<file path="src/include/fx2_consts.svh">
`ifndef FX2_CONSTS_SVH
`define FX2_CONSTS_SVH

// FIFOADR values for the two endpoints in use.
`define FX2_ADDR_OUT 2'b00
`define FX2_ADDR_IN 2'b10

// Command opcodes, carried in the high nibble of a command byte.
`define CMD_LASER 4'h1
`define CMD_GATE 4'h2
`define CMD_RUN 4'h3
`define CMD_REQ_LEN 4'h4

// Gate length granularity in cycles.
`define GATE_STEP 64

// Idle cycles after the last written byte before PKTEND.
`define FLUSH_IDLE 32

// Width of the LED hold counter.
`define LED_HOLD_BITS 12

`endif
</file>
<file path="src/verilog/led_driver.sv">
`include "fx2_consts.svh"

module led_driver (
	input logic fx2_clk,
	input logic arst_n,
	input logic pulse,
	output logic led
);

	logic [`LED_HOLD_BITS-1:0] hold;

	// Each pulse restarts the full hold time.
	always_ff @(posedge fx2_clk or negedge arst_n) begin
		if (!arst_n)
			hold <= '0;
		else if (pulse)
			hold <= '1;
		else if (hold != '0)
			hold <= hold - 1'b1;
	end

	assign led = |hold;

endmodule

</file>
<file path="config.mk">
export PLATFORM = sky130hd
export DESIGN_NAME = led_driver
export DESIGN_NICKNAME = d
export VERILOG_FILES = /design/src/verilog/led_driver.sv
export VERILOG_INCLUDE_DIRS = /design/src /design/src/include
export SDC_FILE = /design/constraint.sdc
export NUM_CORES = 1
export LEC_CHECK = 0
export ABC_CLOCK_PERIOD_IN_PS = 4400
export BUFFER_PORTS_ARGS = -buffer_cell sky130_fd_sc_hd__buf_4
export CORE_MARGIN = 2
export CORE_UTILIZATION = 49
export DETAILED_ROUTE_END_ITERATION = 8
export PLACE_DENSITY = 0.68
export SLEW_MARGIN = 20
export SYNTH_ARGS = -nofsm -noshare
export SYNTH_HDL_FRONTEND = slang
export SYNTH_SLANG_ARGS = --single-unit
</file>
<file path="constraint.sdc">
create_clock -name fx2_clk -period 4.4 [get_ports fx2_clk]
set_input_delay 0.44 -clock fx2_clk [delete_from_list [all_inputs] [get_ports fx2_clk]]
set_output_delay 0.44 -clock fx2_clk [all_outputs]
set_load 0.005 [all_outputs]
</file>
# After elaboration in Yosys (flattened, before gate mapping)
# Cells that the tools add are included.
# totals
ff_bits	12
inputBits	3
out_inout_bits	1
word_cells	7
# op_classes
add_sub_neg	1
mux	2
n_reduce_logical	3
# ops
cell	count
12-bit 2-to-1 mux	2
12-bit nonzero test	1
12-bit OR reduction	1
12-bit by 1-bit subtractor with 12-bit output (second input constant)	1
2-bit nonzero test	1

# Longest topological paths before layout
# depth
word_depth	3
depth_mapped	8

# Least setup slack after synthesis
# OpenSTA, ideal clock, no wires.
# synth_path
path_type	reg2reg
from	register hold[0]
to	register hold[5]
arrival_ns	1.534
setup_slack_ns	2.748
stages_incl_launch_ff	9
synth_period_minus_slack_ns	1.652
cell_sequence	dfrtp_1 -> inv_1 -> ha_1 -> nor4b_4 -> and4_1 -> buf_4 -> inv_4 -> a31o_1 -> a21o_1
# synth_via
elab_chain_cells	3
# synth_lines
element	line	source
from (decl)	led_driver.sv:10	logic [`LED_HOLD_BITS-1:0] hold;
from (signal assigned)	led_driver.sv:19	hold <= hold - 1'b1;
12-bit by 1-bit subtractor with 12-bit output	led_driver.sv:19	
12-bit 2-to-1 mux	led_driver.sv:18	else if (hold != '0)
12-bit 2-to-1 mux	led_driver.sv:16	else if (pulse)
# Parallel ways exist; a longest one is shown, timed or not. The select of a mux whose other input is x is not followed.
# A chain may end at the register's enable or synchronous reset.

# Worst setup path after layout
# layout_path
from	register hold[0]
to	output port led
# layout_via
elab_chain_cells	1
# layout_lines
element	line	source
12-bit OR reduction	led_driver.sv:22	assign led = |hold;
to (decl)	led_driver.sv:7	output logic led
# Every way passes these cells.

==> summary.md <==
| Metric | Value |
|---|---|
| Status | finished clean |
| Worst Hold Class | input port to flip-flop |
| CTS Root Cell | clkbuf_4 |
| N_diodes | 0 |
| Largest Register | hold |
| Worst Setup SP | hold[0] |
| Post-CTS Setup Bufs | 0 |
| Final worst path period need | 2266 ps |
| Nets | 78 |
| Cell family with most CP delay | simple AND/OR/NAND/NOR gates |
| Largest regs | hold: 12 flops |
| Post-Syn Instances | 66 |
| 1st-pass router iterations | 4 |
| Clock Latency Late Sink | 280 ps |
| Die H | 40.89 µm |
| Area of the multi-input gates | 337.8 µm² |
| Crit-path max cell delay | 410 ps |
| Peak VDD IR | 0.1554 mV |
| Final Skew | 2.741 ps |
| Gr usage total | 18.69% |
| Layout Utilization | 56.77% |
| Initial antenna violation count | 0 |
| Worst-path clk slew | 70 ps |
| Post-synthesis simple-gate area fraction | 27.20% |
| Total congestion overflow | 0 |
| Share of cells above drive strength 1 | 12.68% |
| CTS Buf Count | 3 |
| Clock Tree Buf Depth | 2 |
| Endpoints failing setup | 0 |
| Final Cell Area | 729.5 µm² |
| Storage cell area | 300.3 µm² |
| Area of the core | 1285 µm² |
| Crit path depth | 6 |
| DP Area | 696.9 µm² |
| Vias | 492 |
| CP cell instances | inv_1, ha_1, nor4b_4, and4_1, inv_4, buf_4 |
| Gpl congestion | 0.7810 |
| R2r setup slk | 2530 ps |
| H-tree levels | 1 |
| Yosys reg bits | 12 |
| Period Utilization, post-route | 51.49% |
| Synth Warn # | 0 |
| Compound-Gate Fraction of Synth Area | 13.88% |
| Fillers | 108 |
| Crit-path max FO | 6 |
| Synth Area in Adders | 3.752% |
| Most common cell after layout, fill and taps aside | dfrtp_1 |
| Xor and xnor area share after synthesis | 1.313% |
| P_leak | 0.2486 nW |
| Die area | 1672 µm² |
| Crit path buffers/inverters | 3 |
| Top Ports | 4 |
| Routed Antenna Nets | 0 |
| FF-to-FF End | hold[5] |
| Max reg flops | 12 |
| Layout area overhead | 9.381% |
| DRC viols | 0 |
| RSZ-0062 raised after global routing | false |
| Cell variety after synth | 31 |
| Power Density | 270.7 nW/µm² |
| Setup crit end kind | primary output |
| FMAX | 441.4 MHz |
| Required time of the critical path | 3960 ps |
| Drt total wl | 1.153 mm |
| Mux share of post-synthesis cell area | 4.503% |
| Syn_area_per_cell | 10.10 µm² |
| Worst reg-to-reg path cell count | 7 |
| CTS resizes | 0 |
| Slew headroom | 79.36% |
| Starting Density | 51.90% |
| Slew Limit Fails | 0 |
| Port Buffers | 3 |
| Mapped Area | 666.9 µm² |
| Largest family of logic cells by synthesized area | simple AND/OR/NAND/NOR gates |
| Highest-delay cell along the critical path | and4_1 |
| Vias/cell | 5.721 |
| Routed length per instance | 13.41 µm |
| CTS Sinks | 12 |
| CP startpoint kind | flip-flop |
| Tot Pwr | 197.5 µW |
| CP Capture Point | led |
| CP arrival | 1830 ps |
| Hold Fails Final Rpt | 0 |
| Max_cap viols | 0 |
| Most frequent cells in the layout | dfrtp_1 (12), nor2_1 (6), a21oi_1 (5), o31ai_1 (4) |
| Nets in the synthesized netlist | 71 |
| Vias in the first global route | 457 |
| Global-route wire length before repair | 1.973 mm |
| Setup CP Type | flip-flop to primary output |
| Worst Max-Slew Pin Slew | 307.9 ps |
| Largest net degree at the start of global routing | 15 |
| TritonCTS clock tree | built |
| CTS Hold Buffers Added | 1 |
| Reg-to-reg critical path startpoint | hold[0] |
| DRT iter0 DRCs | 4 |
| Die Width | 40.89 µm |
| Setup_tns | 0 ps |
| Rows | 13 |
| Post-synthesis sequential area ratio | 45.03% |
| Hpwl dp | 833.5 µm |
## cell usage after synthesis
cell type  instances  area share (%)
a211o_1            1             1.3
a21o_1             1             1.1
a21oi_1            5             3.8
a31o_1             1             1.3
and4_1             1             1.3
buf_4              1             1.1
clkbuf_1           1            0.56
dfrtp_1           12              45
ha_1               2             3.8
inv_1              3             1.7
inv_4              1            0.94
mux2i_1            3             4.5
nand2_1            1            0.56
nand2b_1           2             1.9
nand3_1            1            0.75
nand3b_1           1             1.1
nand4_1            1            0.94
nand4b_1           1             1.3
nor2_1             6             3.4
nor2b_1            3             2.8
nor3_1             3             2.3
nor3_2             1             1.5
nor3b_1            1             1.1
nor4_1             1            0.94
nor4b_4            1             3.6
o21a_1             1             1.1
o21ai_0            1            0.75
o31ai_1            4             4.5
or2_1              1            0.94
or3_1              3             2.8
xnor2_1            1             1.3
## where the power goes
group	switching, mW	leakage [nW]	total [mW]	internal [mW]
sequential	0.00203	0.109	0.114	0.112
clock	0.0374	0.0138	0.0692	0.0317
combinational	0.00813	0.126	0.0139	0.00579
total	0.0476	0.249	0.197	0.150
## layout make-up
type                       instances  share of cell area, %
clock buffer                       3                  3.087
inverter                           4                  2.401
multi-input combinational         48                  46.31
sequential                        12                  41.17
tap                               15                  2.573
timing repair buffer               4                  4.460
## worst reg2reg max path: cells and delay by family, from the launching register on
kind | cells | cell delay (ps)
adders and majority gates | 1 | 170
AOI/OAI and AO/OA | 2 | 360
buffers and inverters | 2 | 190
DFF | 1 | 390
and+or+nand+nor | 2 | 650
## worst min path at each step
stage          cells after the start       to  startpoint
6_report                           2  hold[5]       pulse
5_1_grt                            2  hold[8]       pulse
4_1_cts                            2  hold[5]       pulse
3_5_place_dp                       1  hold[7]      arst_n
3_3_place_gp                       1  hold[7]      arst_n
2_1_floorplan                      0  hold[0]      arst_n
## logic make-up (layout without fill, tap and decap cells)
group / Yosys count / count (layout)
fa+ha+maj: 2 / 2
mux: 3 / 3
xor+xnor: 1 / 1
flops: 12 / 12
buf+inv: 6 / 11
simple gates: 28 / 28
compound gates: 14 / 14
## metal layers
| metal | track usage [%] | share of wire (%) |
|---|---|---|
| met4 | 12.50 | 2.2 |
| met2 | 26.56 | 48 |
| met3 | 4.891 | 3.1 |
| met1 | 24.41 | 47 |
| met5 | 0 | 0 |
## metrics by stage
step	setup WS [ps]	hold WS, ps	instances
floorplan	2748	144.4	66
global route	1970	482.4	86
CTS	2123	467.9	86
global placement	2493	287.8	82
detailed placement	2433	288.3	82
finish	2134	460.6	86
Note: power is estimated with default switching activity, not from simulation.
