File: src/include/fx2_consts.svh
`ifndef FX2_CONSTS_SVH
`define FX2_CONSTS_SVH

// FIFOADR values for the two endpoints in use.
`define FX2_ADDR_OUT 2'b00
`define FX2_ADDR_IN 2'b10

// Command opcodes, carried in the high nibble of a command byte.
`define CMD_LASER 4'h1
`define CMD_GATE 4'h2
`define CMD_RUN 4'h3
`define CMD_REQ_LEN 4'h4

// Gate length granularity in cycles.
`define GATE_STEP 64

// Idle cycles after the last written byte before PKTEND.
`define FLUSH_IDLE 32

// Width of the LED hold counter.
`define LED_HOLD_BITS 12

`endif
File: src/verilog/fx2_pkg.sv
package fx2_pkg;

	// One byte on the FX2 data bus, also used for command bytes.
	typedef logic [7:0] fx2_byte_t;

	// Word sent to the host as two bytes, low byte first.
	typedef logic [15:0] tx_word_t;

	// Gate window length in cycles.
	typedef logic [14:0] gate_len_t;

	// Wishbone classic request, driven by a master.
	typedef struct packed {
		logic cyc;
		logic stb;
		logic we;
		tx_word_t dat;
	} wb_req_t;

	// Wishbone response, driven by the slave.
	typedef struct packed {
		logic ack;
	} wb_rsp_t;

	// Slave-FIFO engine states; the code goes out on the debug pins.
	typedef enum logic [3:0] {
		idle = 4'd0,
		rd_setup = 4'd1,
		rd_strobe = 4'd2,
		wr_low = 4'd3,
		wr_high = 4'd4,
		flush = 4'd5
	} fx2_state_t;

endpackage

File: src/verilog/photon_counter.sv
module photon_counter (
	input logic fx2_clk,
	input logic arst_n,
	input logic [3:0] detectors,
	input logic running,
	input fx2_pkg::gate_len_t gate_len,
	output fx2_pkg::wb_req_t wb_req,
	input fx2_pkg::wb_rsp_t wb_rsp,
	output logic photon_seen
);
	import fx2_pkg::*;

	typedef enum logic [1:0] {pc_idle, pc_gate, pc_emit} pc_state_t;

	localparam logic [12:0] CNT_MAX = '1;

	logic [3:0] det_meta;
	logic [3:0] det_sync;
	logic [3:0] det_prev;
	logic [3:0] rise;
	logic [12:0] cnt [4];
	logic [12:0] snap [4];
	gate_len_t gate_cnt;
	pc_state_t state_q;
	logic [1:0] ch;
	logic last_set;
	logic stb_gap;
	logic take;
	logic emit;

	always_ff @(posedge fx2_clk or negedge arst_n) begin
		if (!arst_n) begin
			det_meta <= 4'b0;
			det_sync <= 4'b0;
			det_prev <= 4'b0;
		end else begin
			det_meta <= detectors;
			det_sync <= det_meta;
			det_prev <= det_sync;
		end
	end

	assign rise = det_sync & ~det_prev;
	assign photon_seen = |rise;

	// Snapshot at window end, at stop, or for a stop that came during emission.
	assign take = (state_q == pc_gate && (!running || gate_cnt >= gate_len - 1'b1)) ||
		(state_q == pc_emit && wb_rsp.ack && ch == 2'd3 && !last_set && !running);

	// An edge in the snapshot cycle goes into the new window.
	always_ff @(posedge fx2_clk or negedge arst_n) begin
		if (!arst_n) begin
			for (int i = 0; i < 4; i++)
				cnt[i] <= '0;
		end else begin
			for (int i = 0; i < 4; i++) begin
				if (take)
					cnt[i] <= {12'b0, rise[i] & running};
				else if (running && rise[i] && cnt[i] != CNT_MAX)
					cnt[i] <= cnt[i] + 1'b1;
			end
		end
	end

	always_ff @(posedge fx2_clk) begin
		if (take) begin
			for (int i = 0; i < 4; i++)
				snap[i] <= cnt[i];
		end
	end

	always_ff @(posedge fx2_clk or negedge arst_n) begin
		if (!arst_n) begin
			state_q <= pc_idle;
			gate_cnt <= '0;
			ch <= 2'd0;
			last_set <= 1'b0;
			stb_gap <= 1'b0;
		end else begin
			stb_gap <= wb_rsp.ack;
			case (state_q)
				pc_idle: begin
					if (running) begin
						state_q <= pc_gate;
						gate_cnt <= '0;
					end
				end
				pc_gate: begin
					if (take) begin
						state_q <= pc_emit;
						ch <= 2'd0;
						last_set <= !running;
					end else begin
						gate_cnt <= gate_cnt + 1'b1;
					end
				end
				default: begin
					if (wb_rsp.ack) begin
						// ch wraps to 0 after the fourth word.
						ch <= ch + 1'b1;
						if (ch == 2'd3) begin
							if (take) begin
								last_set <= 1'b1;
							end else if (running) begin
								state_q <= pc_gate;
								gate_cnt <= '0;
							end else begin
								state_q <= pc_idle;
							end
						end
					end
				end
			endcase
		end
	end

	// Cyc stays up across the four words so the arbiter keeps the grant.
	assign emit = (state_q == pc_emit);
	assign wb_req = '{cyc: emit, stb: emit && !stb_gap, we: emit, dat: {1'b0, ch, snap[ch]}};

	for (genvar i = 0; i < 4; i++) begin : g_sat
		a_no_wrap: assert property (@(posedge fx2_clk) disable iff (!arst_n)
			(cnt[i] == CNT_MAX && !take) |=> (cnt[i] == CNT_MAX));
	end

endmodule

File: config.mk
export PLATFORM = sky130hd
export DESIGN_NAME = photon_counter
export DESIGN_NICKNAME = d
export VERILOG_FILES = /design/src/include/fx2_consts.svh /design/src/verilog/fx2_pkg.sv /design/src/verilog/photon_counter.sv
export SDC_FILE = /design/constraint.sdc
export NUM_CORES = 1
export LEC_CHECK = 0
export BUFFER_PORTS_ARGS = -buffer_cell sky130_fd_sc_hd__buf_2
export CAP_MARGIN = 40
export CORE_AREA = 5 5 140 142
export DETAILED_ROUTE_END_ITERATION = 6
export DIE_AREA = 0 0 145 147
export GPL_TIMING_DRIVEN = 0
export PLACE_DENSITY = 0.64
export SETUP_SLACK_MARGIN = 0.3
export SYNTH_ARGS = -nofsm -noshare
export SYNTH_HDL_FRONTEND = slang
export SYNTH_SLANG_ARGS = --single-unit
File: constraint.sdc
create_clock -name fx2_clk -period 3.5 [get_ports fx2_clk]
set_input_delay 0.175 -clock fx2_clk [delete_from_list [all_inputs] [get_ports fx2_clk]]
set_output_delay 0.175 -clock fx2_clk [all_outputs]
set_load 0.005 [all_outputs]
### Word-level counts from Yosys, hierarchy flattened

Memories as Yosys holds them, arrays and structs flattened.
Index checks and enable logic that the tools add are counted.

* bits in registers: 85
* memory bits (writable): 52
* input port bits: 23
* output and inout port bits: 20
* word-level logic and storage cells: 105
* memories kept: 1

* add/subtract/negate cells: 7
* order comparisons: 1
* equal/unequal tests: 13
* muxes and demuxes: 31
* bitwise operators: 7
* reduce and logical (&&, ||, !) cells: 33

Memory list
* snap: words 4, width 13, rd ports 1, clocked after memory_dff 0, wr ports 4, line photon_counter.sv:22 `logic [12:0] snap [4];`

Operator list (count)
* two-way mux 13 bit: 8
* two-way mux 15 bit: 5
* adder 13 x 1 -> 13 bit, second input constant: 4
* inequality test 13 bit, second input constant: 4
* case mux 15 bit (2 select lines): 1
* adder 15 x 1 -> 15 bit, second input constant: 1
* >= comparator 15 bit: 1
* subtractor 15 x 1 -> 15 bit, second input constant: 1
* logical AND 1 bit: 14
* two-way mux 2 bit: 7
* nonzero test 2 bit: 6
* AND reduction 5 bit: 2
* inequality test 2 bit, second input constant: 4
* case mux 2 bit (2 select lines): 2
* two-way mux 1 bit: 7
* nonzero test 3 bit: 2
* AND 1 bit: 4
* AND 4 bit: 1
* == test 2 bit, second input constant: 2
* inverter 4 bit: 1
* AND reduction 4 bit: 1
* OR reduction 4 bit: 1
* zero test 1 bit: 3
* inequality test 3 x 1 -> 1 bit, second input constant: 1
* 8 further kinds: 9

### Depth between registers and ports, before layout

* depth after elaboration: 10
* depth in mapped cells: 16
* depth with buffers taken out: 13

### Worst setup path before layout

OpenSTA, ideal clock, no wires.

* kind: input port to flip-flop
* start: input port gate_len[2]
* end: memory snap[0][0], enable pin
* library setup time: 0.353 ns
* arrival: 3.040 ns
* required time: 3.147 ns
* path slack: 0.107 ns
* stages: 14
* buffers on the path: 3
* path through: nor4_1 nand2_1 or4_1 nor3_1 xnor2_1 ha_1 and2_1 and4_4 o211ai_2 and3_1 buf_4 nand2b_2 buf_6 buf_6

RTL lines
* from (decl): line photon_counter.sv:6 `input fx2_pkg::gate_len_t gate_len,`
* to (decl): line photon_counter.sv:22

==> reports/results.ini <==
[clocking]
cts_root_buf=clkbuf_16
numClockSinks=137
cts_tree=yes
clk_pin_slew_ns=0.06
cts_buffer_depth=2
cts_buffers=17
htreeDepth=4
clkLatencyLatePin_ns=0.42

[grt]
antenna_found_initial=1
overflow=0
grt_pass1_wl_um=23830
grt_max_degree=66
grtUsageTotal_pct=13.91
grt_pass1_vias=4600

[yosys]
avgSynthCellArea_um2=11.92
synth_cells=554
yosysSeqAreaShare_pct=55.83
synth-seq-cells=137
yosysUniqueCellTypes=58
syn_area_um2=6606
synth_fp_nets=599
synth_edf_count=52
synth_warnings=0
async_flop_share_pct=62.04
synth_ff_type=dfrtp_1

[placed_design]
dp_hpwl_um=10400
dp_slack_ns=-0.1408
dpl_cell_area_um2=7162
placedCellCount=830
place.gp.congestion=0.8524
numPortBuffers=41

[finish]
fin_cells=872
drive_above_1_share_pct=18.81
mostFrequentLayoutCell=dfrtp_1
num-nets-final=670
final_cell_mix=dfrtp_1 (85), nor2_1 (67), edfxtp_1 (52)
area_delta_synth_final_pct=20.68
finish.instance_area_um2=7973
n_antenna_cell=0

[sta]
slew_headroom_pct=48.22
rsz0062_at_grt=false
clock_skew_ns=0.01090
final_max_slew_viol_count=0
setup_viol=0
period_minus_slack_ns=3.023
fmaxAchievable_mhz=330.8
worst_slack_ns=0.4769
hold_viol=0
tightest_slew_ns=0.7720
finalCritPeriodShare_pct=86.37

[status]
status=complete, no violations

[pwr]
ir_drop_uv=383.8
leakage_nw=3.358
powerDensity_nw_per_um2=645.2

[route]
dr.pass1.iters=5
wl_per_cell_um=17.01
drcViolationCount=0
drt_iter0_drc=340
vias_per_cell=5.222
ant_nets=0
routed_wl_um=14830
num_vias=4554

[worst_setup_path]
slowest_delay_ns=0.45
path_max_fanout=15
r2r_cells=9
worstSetupStartpointType=primary input
r2r_slack_ns=1.03
crit_end=snap[1][2]
required_ns=3.62
crit_slowest_cell=or4_4
startpoint=gate_len[2]
crit_chain=buf_2 -> nor4_4 -> nand2_1 -> or4_4 -> nor3_2 -> xnor2_1 -> ha_1 -> and2_4 -> and4_4 -> o211ai_2 -> and3_1 -> buf_4 -> nand2b_2 -> buf_8 -> clkbuf_16
rr_startpoint=gate_cnt[8]
r2r-end=snap[1][2]
worstPathArrival_ns=3.15
crit_type=in2reg
endpoint_kind=flop

[floorplan]
fp.dieW_um=145
die_h_um=147
core_area_um2=18330
initial_core_util_pct=36.04
dieArea_um2=21320
ioPinCount=43
rows=50

[min_path]
hp-class=in2async

[flow_run]
maxCapViolCount=0

-- report_power, final --
part           internal (mW)  total, mW  switching [mW]
sequential              1.91       2.12           0.209
clock                   1.27       1.93           0.661
combinational          0.519       1.09           0.575
-- how the worst min path moves through the flow --
stage / slack (ns) / to / depth (start not counted)
after floorplan: -0.12 / ch[0] / 0
after global placement: 0.29 / det_meta[1] / 1
after detailed placement: 0.09 / gate_cnt[2] / 1
after CTS: 0.19 / gate_cnt[2] / 2
after global routing: 0.22 / gate_cnt[0] / 2
final: 0.19 / gate_cnt[2] / 2
-- per-layer routing --
metal  GRT usage [%]  up-vias  wire length (µm)
met5               0        -                 7
met4           4.896        2               229
li1                -     2167                 -
met1           18.42     2257              6713
met2           22.12      109              7196
met3           3.763       19               687
-- per-stage QoR --
step	setup TNS, ns	hold slack [ns]	utilization (%)	power (mW)
final	0	0.1888	43.49	5.144
after floorplan	0	-0.1206	-	2.787
after global routing	0	0.2234	43.49	5.420
after detailed placement	-7.549	0.08595	39.07	3.201
after global placement	-3.878	0.2863	38.91	3.156
after CTS	0	0.1852	42.87	5.144
-- cells by family (layout without fill, tap and decap cells) --
family	count (synthesis)	count (layout)	share of synthesized area (%)
adder cells (fa/ha/maj)	22	22	4.167
buffers and inverters	30	114	2.632
AND/OR/NAND/NOR	239	239	18.62
multiplexers	20	20	5.511
XOR/XNOR	54	54	7.159
other	1	1	0.05676
flip-flops	137	137	55.83
AO/OA/AOI/OAI	51	51	6.023
-- cell type report --
class	instances	area, µm²
fillers	1647	10360
inverters	12	45.04
clock inverters	11	195.2
multi-input cells	387	2789
repair buffers	52	372.9
plain buffers	18	148.9
flip-flops and latches	137	3689
clock buffers	21	440.4
well taps	234	292.8
-- Yosys cell counts, drive strengths merged, types with 2 or more instances --
cell / number / share of area (%)
a211oi: 3 / 0.42
a21o: 2 / 0.23
a21oi: 13 / 0.98
a221o: 3 / 0.45
a31oi: 2 / 0.19
and2: 10 / 0.95
and3: 15 / 1.4
and3b: 2 / 0.32
and4: 7 / 0.97
buf: 14 / 1.7
clkbuf: 4 / 0.23
dfrtp: 85 / 32
edfxtp: 52 / 24
ha: 22 / 4.2
inv: 12 / 0.68
mux2i: 6 / 0.91
mux4: 13 / 4.4
nand2: 46 / 2.7
nand2b: 5 / 0.51
nand3: 31 / 2.4
nand3b: 4 / 0.45
nand4: 17 / 1.6
nor2: 67 / 3.8
nor2b: 4 / 0.49
nor3: 15 / 1.2
nor4: 5 / 0.57
o211ai: 8 / 0.98
o21ai: 8 / 0.61
o221ai: 3 / 0.40
or4: 9 / 1.0
xnor2: 22 / 2.9
xor2: 32 / 4.2
-- critical path, delay by kind of cell --
family          cells  cell delay [ns]
simple gates        8             1.70
buf+inv             4             0.67
xor+xnor            1             0.09
fa+ha+maj           1             0.34
compound gates      1             0.14
-- repair_timing --
action / CTS / global route
endpoints found under the setup margin: 8 / 109
buffers inserted: 0 / 1
pin swaps: 0 / 1
hold endpoints to repair: 25 / 0
gates cloned: 0 / 3
resized for setup: 0 / 8
hold buffers: 6 / 0
-- sequential cells by signal (all words and copies together), names as in the netlist --
signal and cells:
snap 52, cnt 52, det_meta 4, ch 2, stb_gap 1, state_q 2
det_prev 4, last_set 1, det_sync 4, gate_cnt 15
No activity file was read; power rests on OpenSTA's default activity.
