`src/include/fx2_consts.svh`:
```
`ifndef FX2_CONSTS_SVH
`define FX2_CONSTS_SVH

// FIFOADR values for the two endpoints in use.
`define FX2_ADDR_OUT 2'b00
`define FX2_ADDR_IN 2'b10

// Command opcodes, carried in the high nibble of a command byte.
`define CMD_LASER 4'h1
`define CMD_GATE 4'h2
`define CMD_RUN 4'h3
`define CMD_REQ_LEN 4'h4

// Gate length granularity in cycles.
`define GATE_STEP 64

// Idle cycles after the last written byte before PKTEND.
`define FLUSH_IDLE 32

// Width of the LED hold counter.
`define LED_HOLD_BITS 12

`endif
```
`src/verilog/fx2_pkg.sv`:
```
package fx2_pkg;

	// One byte on the FX2 data bus, also used for command bytes.
	typedef logic [7:0] fx2_byte_t;

	// Word sent to the host as two bytes, low byte first.
	typedef logic [15:0] tx_word_t;

	// Gate window length in cycles.
	typedef logic [14:0] gate_len_t;

	// Wishbone classic request, driven by a master.
	typedef struct packed {
		logic cyc;
		logic stb;
		logic we;
		tx_word_t dat;
	} wb_req_t;

	// Wishbone response, driven by the slave.
	typedef struct packed {
		logic ack;
	} wb_rsp_t;

	// Slave-FIFO engine states; the code goes out on the debug pins.
	typedef enum logic [3:0] {
		idle = 4'd0,
		rd_setup = 4'd1,
		rd_strobe = 4'd2,
		wr_low = 4'd3,
		wr_high = 4'd4,
		flush = 4'd5
	} fx2_state_t;

endpackage

```
`src/verilog/tx_arbiter.sv`:
```
module tx_arbiter (
	input logic fx2_clk,
	input logic arst_n,
	input fx2_pkg::wb_req_t req0,
	input fx2_pkg::wb_req_t req1,
	output fx2_pkg::wb_rsp_t rsp0,
	output fx2_pkg::wb_rsp_t rsp1,
	output fx2_pkg::wb_req_t bus_req,
	input fx2_pkg::wb_rsp_t bus_rsp
);
	import fx2_pkg::*;

	logic owner;
	logic locked;
	logic pick;
	logic grant;
	logic owner_cyc;

	// On a tie the master that did not own the bus last time wins.
	assign pick = (req0.cyc && req1.cyc) ? !owner : req1.cyc;
	assign grant = locked ? owner : pick;
	assign owner_cyc = owner ? req1.cyc : req0.cyc;

	always_ff @(posedge fx2_clk or negedge arst_n) begin
		if (!arst_n) begin
			owner <= 1'b1;
			locked <= 1'b0;
		end else if (locked) begin
			if (!owner_cyc)
				locked <= 1'b0;
		end else if (req0.cyc || req1.cyc) begin
			owner <= pick;
			locked <= 1'b1;
		end
	end

	assign bus_req = grant ? req1 : req0;
	assign rsp0 = '{ack: bus_rsp.ack && !grant};
	assign rsp1 = '{ack: bus_rsp.ack && grant};

	// An ack must land on a master with a live strobe.
	a_ack0_live: assert property (@(posedge fx2_clk) disable iff (!arst_n)
		rsp0.ack |-> (req0.cyc && req0.stb));
	a_ack1_live: assert property (@(posedge fx2_clk) disable iff (!arst_n)
		rsp1.ack |-> (req1.cyc && req1.stb));

endmodule

```
`config.mk`:
```
export PLATFORM = sky130hd
export DESIGN_NAME = tx_arbiter
export DESIGN_NICKNAME = d
export VERILOG_FILES = /design/src/include/fx2_consts.svh /design/src/verilog/fx2_pkg.sv /design/src/verilog/tx_arbiter.sv
export SDC_FILE = /design/constraint.sdc
export NUM_CORES = 1
export LEC_CHECK = 0
export BUFFER_PORTS_ARGS = -buffer_cell sky130_fd_sc_hd__buf_4
export CAP_MARGIN = 20
export CORE_MARGIN = 10
export CORE_UTILIZATION = 28
export DETAILED_ROUTE_END_ITERATION = 6
export PLACE_DENSITY = 0.81
export SETUP_SLACK_MARGIN = 0.1
export SYNTH_ARGS = -nofsm -noshare
export SYNTH_HDL_FRONTEND = slang
export SYNTH_SLANG_ARGS = --single-unit
export TNS_END_PERCENT = 50
```
`constraint.sdc`:
```
create_clock -name fx2_clk -period 1.85 [get_ports fx2_clk]
set_clock_uncertainty 0.05 [all_clocks]
set_input_delay 0.185 -clock fx2_clk [delete_from_list [all_inputs] [get_ports fx2_clk]]
set_output_delay 0.185 -clock fx2_clk [all_outputs]
set_load 0.02 [all_outputs]
```
* Word level (Yosys, flattened, before mapping)
Cells that the tools add are included.
Operators by class: multiplexer cells 7, reductions and logical operators 7, bitwise operators 1
Operator list (number):
- $mux W19 | 1
- $mux W1 | 6
- $logic_and A1 B1 Y1 | 3
- $logic_not A1 Y1 | 2
- $reduce_and A2 Y1 | 1
- $logic_or A1 B1 Y1 | 1
- $not A1 Y1 | 1
Word-level totals: bits of input ports 41, word-level logic and storage cells 17, output and inout bits 21, register bits 2

* Longest topological paths before layout
Gate-level depths: netlist of run 1.
depth in word-level cells 5, gate-level depth with buffers 4

* Worst setup path before layout of run 1
OpenSTA, ideal clock, no wires.
path type register to output, start reg owner, end out bus_req[0] (netlist bit), cell stages (with the launch flop) 5, setup slack 0.309 ns, data required time 1.615 ns, buffers on the path 1, arrival time 1.306 ns, path through dfstp_2 nand2_1 a22o_2 buf_6 mux2_4
RTL lines:
- start: declaration | RTL line tx_arbiter.sv:13 | logic owner;
- start signal: assignment | RTL line tx_arbiter.sv:32 | owner <= pick;
- end: declaration | RTL line tx_arbiter.sv:8 | output fx2_pkg::wb_req_t bus_req,

==> results.md, run 1 <==
- Result of the run: finished, final reports clean
- Width of the die: 58.3 um
- Wire length on met3: 216 um
- Most area-consuming cells after synthesis: sky130_fd_sc_hd__mux2_4 (66%), sky130_fd_sc_hd__dfstp_2 (6.4%), sky130_fd_sc_hd__dfrtp_1 (6.1%), sky130_fd_sc_hd__buf_6 (5.5%), sky130_fd_sc_hd__a21oi_1 (3.6%)
- CP max FO: 6
- I/O Buffers: 61
- Setup violators final: 0
- Area share of the largest cell type after synthesis: 65.7%
- Number of standard cells in the final layout excluding fillers: 123
- Maximum ir drop on the vdd rail: 740 uV
- Launch point of the critical path: locked$_DFF_PN0_
- Area of the core: 0.00135 mm^2
- Post-Synthesis Cells: 33
- Clock tree from TritonCTS: yes
- Synth unique cells: 12
- Storage cell area: 52.6 um^2
- Switching power: 595 uW
- CP Cell Sequence: buf_4 > a22o_4 > mux2_4 > buf_6
- Count of H-tree levels built during CTS: 1
- Clock group share of total power: 7.4%
- Maximum count of clock buffers along a single path: 2
- Post-Synthesis Cell Area: 412 um^2
- Routed wire length: 2760 um
- Routed vias/inst: 4.94
- Capturing point of the worst reg2reg path: locked$_DFF_PN0_
- Worst hold slack: 0.218 ns
- Number of nets in the final layout: 150
- Count of placed standard cells including taps: 107
- Worst max-slew margin expressed relative to the limit: 86.1%
- DRT Pass-1 Iters: 4
- Number of antenna violations at the first check in global routing: 0
- Minimum clock period: 1.82 ns
- Post-CTS clock slew at the launch and capture registers of the worst setup and hold paths: 0.04 ns
- Vias in the first global route: 671
- Mean Syn Cell Area: 12.5 um^2
- Highest-count cells in the layout ignoring fill and taps: sky130_fd_sc_hd__buf_4 (51), sky130_fd_sc_hd__mux2_4 (18), sky130_fd_sc_hd__buf_6 (18)
- Yosys top cell by area: sky130_fd_sc_hd__mux2_4
- Post-synthesis net count: 74
- Comb pwr share: 85.8%
- Residual overflow from global routing: 0
- Worst Slack Setup Final: 0.0267 ns
- Startpoint of the worst register-to-register path: owner$_DFFE_PN1P_
- Multi-input gate area in the final layout: 414 um^2
- RSZ-0062 raised after global routing: yes
- Startpoint-to-endpoint class of the critical path: flop to primary output
- Static power due to leakage: 0.000599 uW
- Reg2Reg Depth: 5
- Number of fill cells in the layout: 83
- Final number of hold-violating endpoints: 0
- Die area: 0.00340 mm^2
- Crit start category: flop
- Power per unit of standard cell area: 1320 mW/mm^2
- Internal power: 866 uW
- Leading cell type in the layout, fill and taps excluded: sky130_fd_sc_hd__buf_4
- Synthesis warning total: 0
- Largest net degree at the start of global routing: 7
- Metal2 WL: 1630 um
- Clock Latency Late Sink: 0.23 ns
- Share of synthesized area occupied by flip-flops and latches: 12.5%
- Fraction of layout instances using a drive strength above 1: 92.6%
- CTS Root Cell: sky130_fd_sc_hd__clkbuf_4
- Proportion of power drawn by flip-flops and latches: 6.8%
- Chip height: 58.3 um
- Crit. End Element: primary output
- Clock buffer count from CTS: 3
- Part of the cycle the worst path needs: 98.6%
- Hold WC Path Type: input pin to asynchronous set/reset pin
- Worst reg-to-reg setup slack: 0.57 ns
- Fmax: 548 MHz
- Initial DRC count: 9
- Residual antenna-violating net count after detailed routing: 0
- Initial core utilization: 30.5%
- Diodes inserted: 0
- Final count of pins violating max slew: 0
- Max stage delay on crit path: 0.46 ns
- Slowest-stage cell, CP: sky130_fd_sc_hd__dfrtp_2
- Capturing element of the worst setup path: bus_req[8]
- Crit path required time: 1.62 ns
- Global-route usage over all layers: 14.8%
- Placed wire-length estimate: 1690 um
- Total negative slack for setup checks: 0 ns
- Weighted congestion reported at the end of routability-driven placement: 0.699
- Std cell rows: 13
- Top Metal Used: met4
- Growth of design area from synthesis to finish: 169%
- Total power draw: 1460 uW
- Wire length on met1: 853 um
- Number of DRC violations after detailed routing: 0
- Routed wire per std cell: 22.4 um
- Global-route wire length before repair: 3800 um
- Worst slack, placed: -0.0197 ns
- Critical path data arrival time: 1.59 ns
- Num ports: 62
- Routed vias: 608
- Number of synthesized register bits: 2
- Slew at the pin with the worst max-slew slack: 0.208 ns
- Max-capacitance violation count: 0
- TritonCTS Sinks: 2
- Switching share of power: 40.7%
## metal layers
| metal | global-route usage, % | up-vias |
|---|---|---|
| met5 | 0 | - |
| met4 | 6.71 | 0 |
| met3 | 3.86 | 6 |
| met2 | 30.2 | 35 |
| met1 | 12.7 | 284 |
| li1 | - | 283 |
## flip-flops by register name (all words and copies together), names as in the netlist
name / cells
locked: 1
owner: 1
## logic make-up (layout without fill, tap and decap cells)
logic type	after synthesis	count (layout)	synth area share (%)
AOI/OAI and AO/OA	5	8	8.51
buffers and inverters	2	74	5.47
DFF	2	2	12.5
muxes	18	18	65.7
and+or+nand+nor	6	6	7.90
## critical path: cells and delay by family, from the launching register on
kind | cells | cell delay, ns
buf+inv | 2 | 0.30
compound gates | 1 | 0.28
flops | 1 | 0.46
mux | 1 | 0.32
## power by group through the flow
| stage | clock [uW] | sequential [uW] | combinational (uW) |
|---|---|---|---|
| after floorplan | 0 | 88.8 | 637 |
| after global placement | 0 | 90.3 | 901 |
| after detailed placement | 0 | 93.3 | 913 |
| after CTS | 113 | 101 | 1190 |
| after global routing | 124 | 101 | 1310 |
| final | 108 | 98.8 | 1250 |
## how the worst min path moves through the flow
| stage | to | slack (ns) | cells past startpoint |
|---|---|---|---|
| after floorplan | locked$_DFF_PN0_ | -0.16 | 0 |
| after global placement | locked$_DFF_PN0_ | -0.08 | 1 |
| after detailed placement | locked$_DFF_PN0_ | -0.08 | 1 |
| after CTS | locked$_DFF_PN0_ | 0.22 | 2 |
| after global routing | locked$_DFF_PN0_ | 0.21 | 2 |
| final | locked$_DFF_PN0_ | 0.22 | 2 |
## synthesized netlist by cell type, drive strengths merged
cell and count:
nor2 1, a22o 1, mux2 18, buf 2
dfstp 1, nor2b 2, o22a 1, nand2 2
a21oi 3, dfrtp 1, and2 1
## metrics by stage
stage / utilization (%) / instance area [um^2]
global placement: 64.1 / 866
floorplan: - / 412
CTS: 79.2 / 1070
detailed placement: 64.1 / 866
finish: 82.0 / 1110
global route: 82.0 / 1110
## cell type report
| cell class | instances | area share [%] |
|---|---|---|
| sequential | 2 | 4.75 |
| multi-input combinational | 32 | 37.4 |
| tap | 15 | 1.69 |
| clock buffer | 4 | 2.37 |
| timing repair buffer | 70 | 53.8 |
## repair_timing
| item | 4_1_cts | 5_1_grt |
|---|---|---|
| hold buffers | 1 | 0 |
| pin swaps | 3 | 5 |
| buffers inserted | 5 | 3 |
| endpoints found under the setup margin | 20 | 21 |
| gates resized for setup | 23 | 4 |
| cloned | 3 | 0 |
| hold endpoints to repair | 2 | 0 |
(Power assumes the default switching activity.)
==> run 2, diff against run 1 <==
==> config.mk (replaced) <==
export PLATFORM = sky130hd
export DESIGN_NAME = tx_arbiter
export DESIGN_NICKNAME = d
export VERILOG_FILES = /design/src/include/fx2_consts.svh /design/src/verilog/fx2_pkg.sv /design/src/verilog/tx_arbiter.sv
export SDC_FILE = /design/constraint.sdc
export NUM_CORES = 1
export LEC_CHECK = 0
export CAP_MARGIN = 20
export CORE_AREA = 10 10 47 49
export DETAILED_ROUTE_END_ITERATION = 6
export DIE_AREA = 0 0 57 59
export DONT_BUFFER_PORTS = 1
export PLACE_DENSITY = 0.48
export SETUP_SLACK_MARGIN = 0.15
export SYNTH_ARGS = -nofsm -noshare
export SYNTH_HDL_FRONTEND = slang
export SYNTH_SLANG_ARGS = --single-unit
export TNS_END_PERCENT = 50
==> run 2 against run 1 <==
Against the previous run: non-clock buffer count decreased by 64; first-iteration DRC count stayed put; routed wire length shrank 31%; combinational power decreased by 31%; cell area shrank 49%; maximum frequency is 7.0% higher; critical path depth decreased by 1; via count shrank 41%; sequential power is 2.4% lower; die area decreased by 1.2%; critical path type unchanged; critical endpoint is now bus_req[14].
==> results.md, run 2 (synthesized netlist as in run 1, its figures left out) <==
- Result of the run: finished, final reports clean
- Growth of design area from synthesis to finish: 38.3%
- Fraction of layout instances using a drive strength above 1: 79.5% (-13 points)
- RSZ-0062 raised after global routing: yes
- Worst slack, placed: 0.109 ns (+0.128 ns)
- Startpoint-to-endpoint class of the critical path: flop to primary output
- Fmax: 587 MHz (+7.0%)
- Num ports: 62 (unchanged)
- CP max FO: 5 (-1)
- Crit path required time: 1.62 ns (about the same)
- Part of the cycle the worst path needs: 92.1% (-6.4 points)
- Routed wire length: 1900 um (-31%)
- Number of antenna violations at the first check in global routing: 0 (unchanged)
- CP Cell Sequence: buf_4 > a22o_4 > mux2_4
- CTS Root Cell: sky130_fd_sc_hd__clkbuf_4
- Total negative slack for setup checks: 0 ns (unchanged)
- Clock Latency Late Sink: 0.23 ns (about the same)
- Global-route usage over all layers: 9.72% (-5.1 points)
- Static power due to leakage: 0.000273 uW (-54%)
- Clock tree from TritonCTS: yes
- Placement Cell Area: 417 um^2 (-52%)
- TritonCTS Sinks: 2 (unchanged)
- Setup violators final: 0 (unchanged)
- Crit start category: flop
- I/O Buffers: 0 (-100%)
- DRT Pass-1 Iters: 2 (-2)
- Area of the core: 0.00140 mm^2 (+3.8%)
- Slew at the pin with the worst max-slew slack: 0.463 ns (+0.255 ns)
- Power per unit of standard cell area: 1870 mW/mm^2 (+42%)
- Clock buffer count from CTS: 3 (unchanged)
- Chip height: 59 um (+1.1%)
- Weighted congestion reported at the end of routability-driven placement: 0.687 (-1.8%)
- Minimum clock period: 1.70 ns (-0.119 ns)
- Max stage delay on crit path: 0.55 ns (+0.09 ns)
- Count of placed standard cells including taps: 48 (-55%)
- Highest-count cells in the layout ignoring fill and taps: sky130_fd_sc_hd__mux2_4 (18), sky130_fd_sc_hd__a22o_4 (4), sky130_fd_sc_hd__buf_4 (4)
- Maximum count of clock buffers along a single path: 2 (unchanged)
- Worst max-slew margin expressed relative to the limit: 69.3% (-17 points)
- Die area: 0.00336 mm^2 (-1.2%)
- Global-route wire length before repair: 2540 um (-33%)
- Diodes inserted: 0 (unchanged)
- Leading cell type in the layout, fill and taps excluded: sky130_fd_sc_hd__mux2_4
- Worst Slack Setup Final: 0.145 ns (+0.119 ns)
- Slowest-stage cell, CP: sky130_fd_sc_hd__dfstp_2
- Width of the die: 57 um (-2.3%)
- Count of H-tree levels built during CTS: 1 (unchanged)
- Hold WC Path Type: input pin to flop
- Largest net degree at the start of global routing: 6 (-1)
- Post-CTS clock slew at the launch and capture registers of the worst setup and hold paths: 0.03 ns (about the same)
- Critical path data arrival time: 1.47 ns (-0.12 ns)
- Vias in the first global route: 421 (-37%)
- Initial core utilization: 29.4% (-1.1 points)
- Initial DRC count: 9 (unchanged)
- Total power draw: 1070 uW (-27%)
- Number of DRC violations after detailed routing: 0 (unchanged)
- Crit path buf inv count: 1 (-1)
- Number of nets in the final layout: 86 (-43%)
- Final number of hold-violating endpoints: 0 (unchanged)
- Routed vias: 361 (-41%)
- Cell area after layout: 569 um^2 (-49%)
- Top flop regs: locked: 1 flops, owner: 1 flops
- Max-capacitance violation count: 0 (unchanged)
- Number of standard cells in the final layout excluding fillers: 60 (-51%)
- Routed wire per std cell: 31.7 um (+41%)
- Crit. End Element: primary output
- Std cell rows: 14 (+1)
- Residual antenna-violating net count after detailed routing: 0 (unchanged)
- Residual overflow from global routing: 0 (unchanged)
- Maximum ir drop on the vdd rail: 723 uV (-2.2%)
- Dominant delay contributor by cell family on the critical path: flip-flops
- Routed vias/inst: 6.02 (+22%)
- Final count of pins violating max slew: 0 (unchanged)
==> run 2: metal layers <==
layer | vias to the layer above | share of wire [%] | GRT usage (%) | wire (um)
li1 | 155 | - | - | -
met3 | 2 | 14 | 5.15 | 260
met2 | 37 | 55 | 19.1 | 1050
met1 | 167 | 30 | 7.45 | 569
met5 | - | 0 | 0 | 0
met4 | 0 | 1.2 | 5.03 | 23
==> run 2: through the flow <==
step                      hold slack (ns)  utilization, %
after detailed placement           -0.160            29.7
after floorplan                    -0.161               -
after global placement             -0.161            29.7
after CTS                          0.0808            40.6
final                              0.0831            40.6
after global routing                0.115            40.6
==> run 2: layout make-up <==
| cell class | count | area, um^2 |
|---|---|---|
| clock buffer | 4 | 26.3 |
| multi-input combinational | 32 | 410 |
| fill | 143 | 832 |
| timing repair buffer | 6 | 60.1 |
| sequential | 2 | 52.6 |
| tap | 16 | 20.0 |
==> run 2: power by group <==
group / internal (uW) / total (uW) / switching, uW
Combinational: 419 / 864 / 444
Sequential: 71.1 / 96.4 / 25.3
Clock: 80.1 / 106 / 25.8
==> run 2: timing repair <==
action | CTS | global route
hold buffers | 1 | 0
cloned | 3 | 0
pin swaps | 4 | 1
resized for setup | 8 | 0
buffers inserted | 4 | 0
setup endpoints to repair | 20 | 18
hold endpoints to repair | 2 | 0
==> run 2: worst paths after layout <==
check | from | to | slack, ns | cells past startpoint
max | owner$_DFFE_PN1P_ | bus_req[14] | 0.15 | 3
min in group asynchronous | arst_n | locked$_DFF_PN0_ | 0.15 | 1
max reg2reg | owner$_DFFE_PN1P_ | locked$_DFF_PN0_ | 0.71 | 4
min reg2reg | locked$_DFF_PN0_ | locked$_DFF_PN0_ | 0.60 | 2
min | req1[18] | locked$_DFF_PN0_ | 0.08 | 2
max in group asynchronous | arst_n | owner$_DFFE_PN1P_ | 1.38 | 1
==> run 3, diff against run 2 <==
--- a/config.mk
+++ b/config.mk
@@ -10,7 +10,7 @@
 export DETAILED_ROUTE_END_ITERATION = 6
 export DIE_AREA = 0 0 57 59
 export DONT_BUFFER_PORTS = 1
-export PLACE_DENSITY = 0.48
+export PLACE_DENSITY = 0.53
 export SETUP_SLACK_MARGIN = 0.15
 export SYNTH_ARGS = -nofsm -noshare
 export SYNTH_HDL_FRONTEND = slang
==> run 3 against run 2 <==
Against the previous run: first-iteration DRC count decreased by 56%; critical endpoint is now bus_req[13]; clock-buffer cell count unchanged; register-to-register slack worse by 0.03 ns; sequential power is 0.4% higher.
==> results.md, run 3 (synthesized netlist as in run 1, its figures left out) <==
- Clock Latency Late Sink: 0.23 ns (about the same)
- Largest net degree at the start of global routing: 8 (+2)
- Hold WC Path Type: input pin to flop
- Power per unit of standard cell area: 1880 mW/mm^2 (+0.43%)
- Die area: 0.00336 mm^2 (unchanged)
- Initial DRC count: 4 (-5)
- Growth of design area from synthesis to finish: 39.2%
- Final number of hold-violating endpoints: 0 (unchanged)
- Clock buffer count from CTS: 3 (unchanged)
- Part of the cycle the worst path needs: 92.9% (+0.77 points)
- Number of nets in the final layout: 86 (unchanged)
- Width of the die: 57 um (unchanged)
- TritonCTS Sinks: 2 (unchanged)
- I/O Buffers: 0 (unchanged)
- Diodes inserted: 0 (unchanged)
- Routed wire per std cell: 32.4 um (+2.5%)
- Global-route usage over all layers: 10.2% (+0.48 points)
- Number of DRC violations after detailed routing: 0 (unchanged)
- Initial core utilization: 29.4% (unchanged)
- Residual overflow from global routing: 0 (unchanged)
- Routed wire length: 1950 um (+2.5%)
- Chip height: 59 um (unchanged)
- Worst slack, placed: 0.123 ns (+0.0140 ns)
- Routed vias: 352 (-2.5%)
- Result of the run: finished, final reports clean
- CP max FO: 5 (unchanged)
- Final count of pins violating max slew: 0 (unchanged)
- Critical path data arrival time: 1.48 ns (about the same)
- Crit. End Element: primary output
- Std cell rows: 14 (unchanged)
- Setup violators final: 0 (unchanged)
- Worst max-slew margin expressed relative to the limit: 69.5% (+0.24 points)
- Num ports: 62 (unchanged)
- Highest-count cells in the layout ignoring fill and taps: sky130_fd_sc_hd__mux2_4 (18), sky130_fd_sc_hd__a22o_4 (4), sky130_fd_sc_hd__a21oi_1 (3), sky130_fd_sc_hd__clkbuf_4 (3), sky130_fd_sc_hd__buf_4 (3)
- Top flop regs: locked: 1 flops, owner: 1 flops
- Startpoint-to-endpoint class of the critical path: flop to primary output
- Max-capacitance violation count: 0 (unchanged)
- Leading cell type in the layout, fill and taps excluded: sky130_fd_sc_hd__mux2_4
- Number of antenna violations at the first check in global routing: 0 (unchanged)
- Residual antenna-violating net count after detailed routing: 0 (unchanged)
- Count of H-tree levels built during CTS: 1 (unchanged)
- Slew at the pin with the worst max-slew slack: 0.459 ns (-0.00359 ns)
- Weighted congestion reported at the end of routability-driven placement: 0.723 (+5.4%)
- Total negative slack for setup checks: 0 ns (unchanged)
- Vias in the first global route: 414 (-1.7%)
- Clock tree from TritonCTS: yes
- Fraction of layout instances using a drive strength above 1: 79.5% (unchanged)
- Post-CTS clock slew at the launch and capture registers of the worst setup and hold paths: 0.03 ns (about the same)
- Worst Slack Setup Final: 0.131 ns (-0.0143 ns)
- Minimum clock period: 1.72 ns (+0.0143 ns)
- Static power due to leakage: 0.000274 uW (+0.45%)
- Number of standard cells in the final layout excluding fillers: 60 (unchanged)
- CTS Root Cell: sky130_fd_sc_hd__clkbuf_4
- RSZ-0062 raised after global routing: yes
- Area of the core: 0.00140 mm^2 (unchanged)
- Maximum count of clock buffers along a single path: 2 (unchanged)
- Fmax: 582 MHz (-0.83%)
- Routed vias/inst: 5.87 (-2.5%)
- Maximum ir drop on the vdd rail: 676 uV (-6.6%)
- Count of placed standard cells including taps: 48 (unchanged)
- Crit start category: flop
- DRT Pass-1 Iters: 3 (+1)
- Global-route wire length before repair: 2710 um (+6.8%)
- Crit path required time: 1.62 ns (about the same)
run 3: cell counts in the layout (fill, tap and decap cells not counted):
No cell type changed its count.
run 3: final timing paths:
path                                    from           endpoint  slack (ns)  depth (start not counted)
min                                 req1[18]   locked$_DFF_PN0_        0.09                          2
min reg2reg                 locked$_DFF_PN0_   locked$_DFF_PN0_        0.60                          2
min in group asynchronous             arst_n   locked$_DFF_PN0_        0.13                          1
max                        owner$_DFFE_PN1P_        bus_req[13]        0.13                          3
max reg2reg                owner$_DFFE_PN1P_   locked$_DFF_PN0_        0.68                          4
max in group asynchronous             arst_n  owner$_DFFE_PN1P_        1.41                          1
run 3: stage by stage:
stage               hold slack (ns)  utilization [%]  instance area, um^2  power, uW
finish                       0.0895             40.9                  573       1080
global route                  0.127             40.9                  573       1140
CTS                          0.0918             40.9                  573       1090
detailed placement           -0.161             29.7                  417        753
global placement             -0.161             29.7                  417        745
floorplan                    -0.161                -                  412        726
run 3: timing repair:
item                       CTS  global route
pin swaps                    4             3
hold buffers                 1             0
resized for setup            9             0
gates cloned                 3             0
setup endpoints to repair   20            18
setup buffers                4             0
hold endpoints to repair     2             0
run 3: worst max-delay path: stages (launching register included):
cell,delay (ns)
sky130_fd_sc_hd__dfstp_2,0.55
sky130_fd_sc_hd__nand2_4,0.09
sky130_fd_sc_hd__a22o_4,0.27
sky130_fd_sc_hd__mux2_4,0.35
run 3: power breakdown:
group / total (uW) / leakage (uW) / switching [uW] / internal, uW
sequential: 96.8 / 0.0000209 / 25.7 / 71.1
clock: 109 / 0.0000150 / 28.5 / 80.4
combinational: 872 / 0.000238 / 451 / 421
run 3: area by class of cell:
| type | instances | area, um^2 |
|---|---|---|
| Multi-Input combinational cell | 32 | 410 |
| Fill cell | 136 | 828 |
| Sequential cell | 2 | 52.6 |
| Clock buffer | 4 | 26.3 |
| Timing Repair Buffer | 6 | 63.8 |
| Tap cell | 16 | 20.0 |
run 3: routing by layer:
layer	GRT usage (%)	wire length, um
met3	4.72	219
met5	0	0
met2	19.4	1070
met4	4.03	0
met1	9.13	661
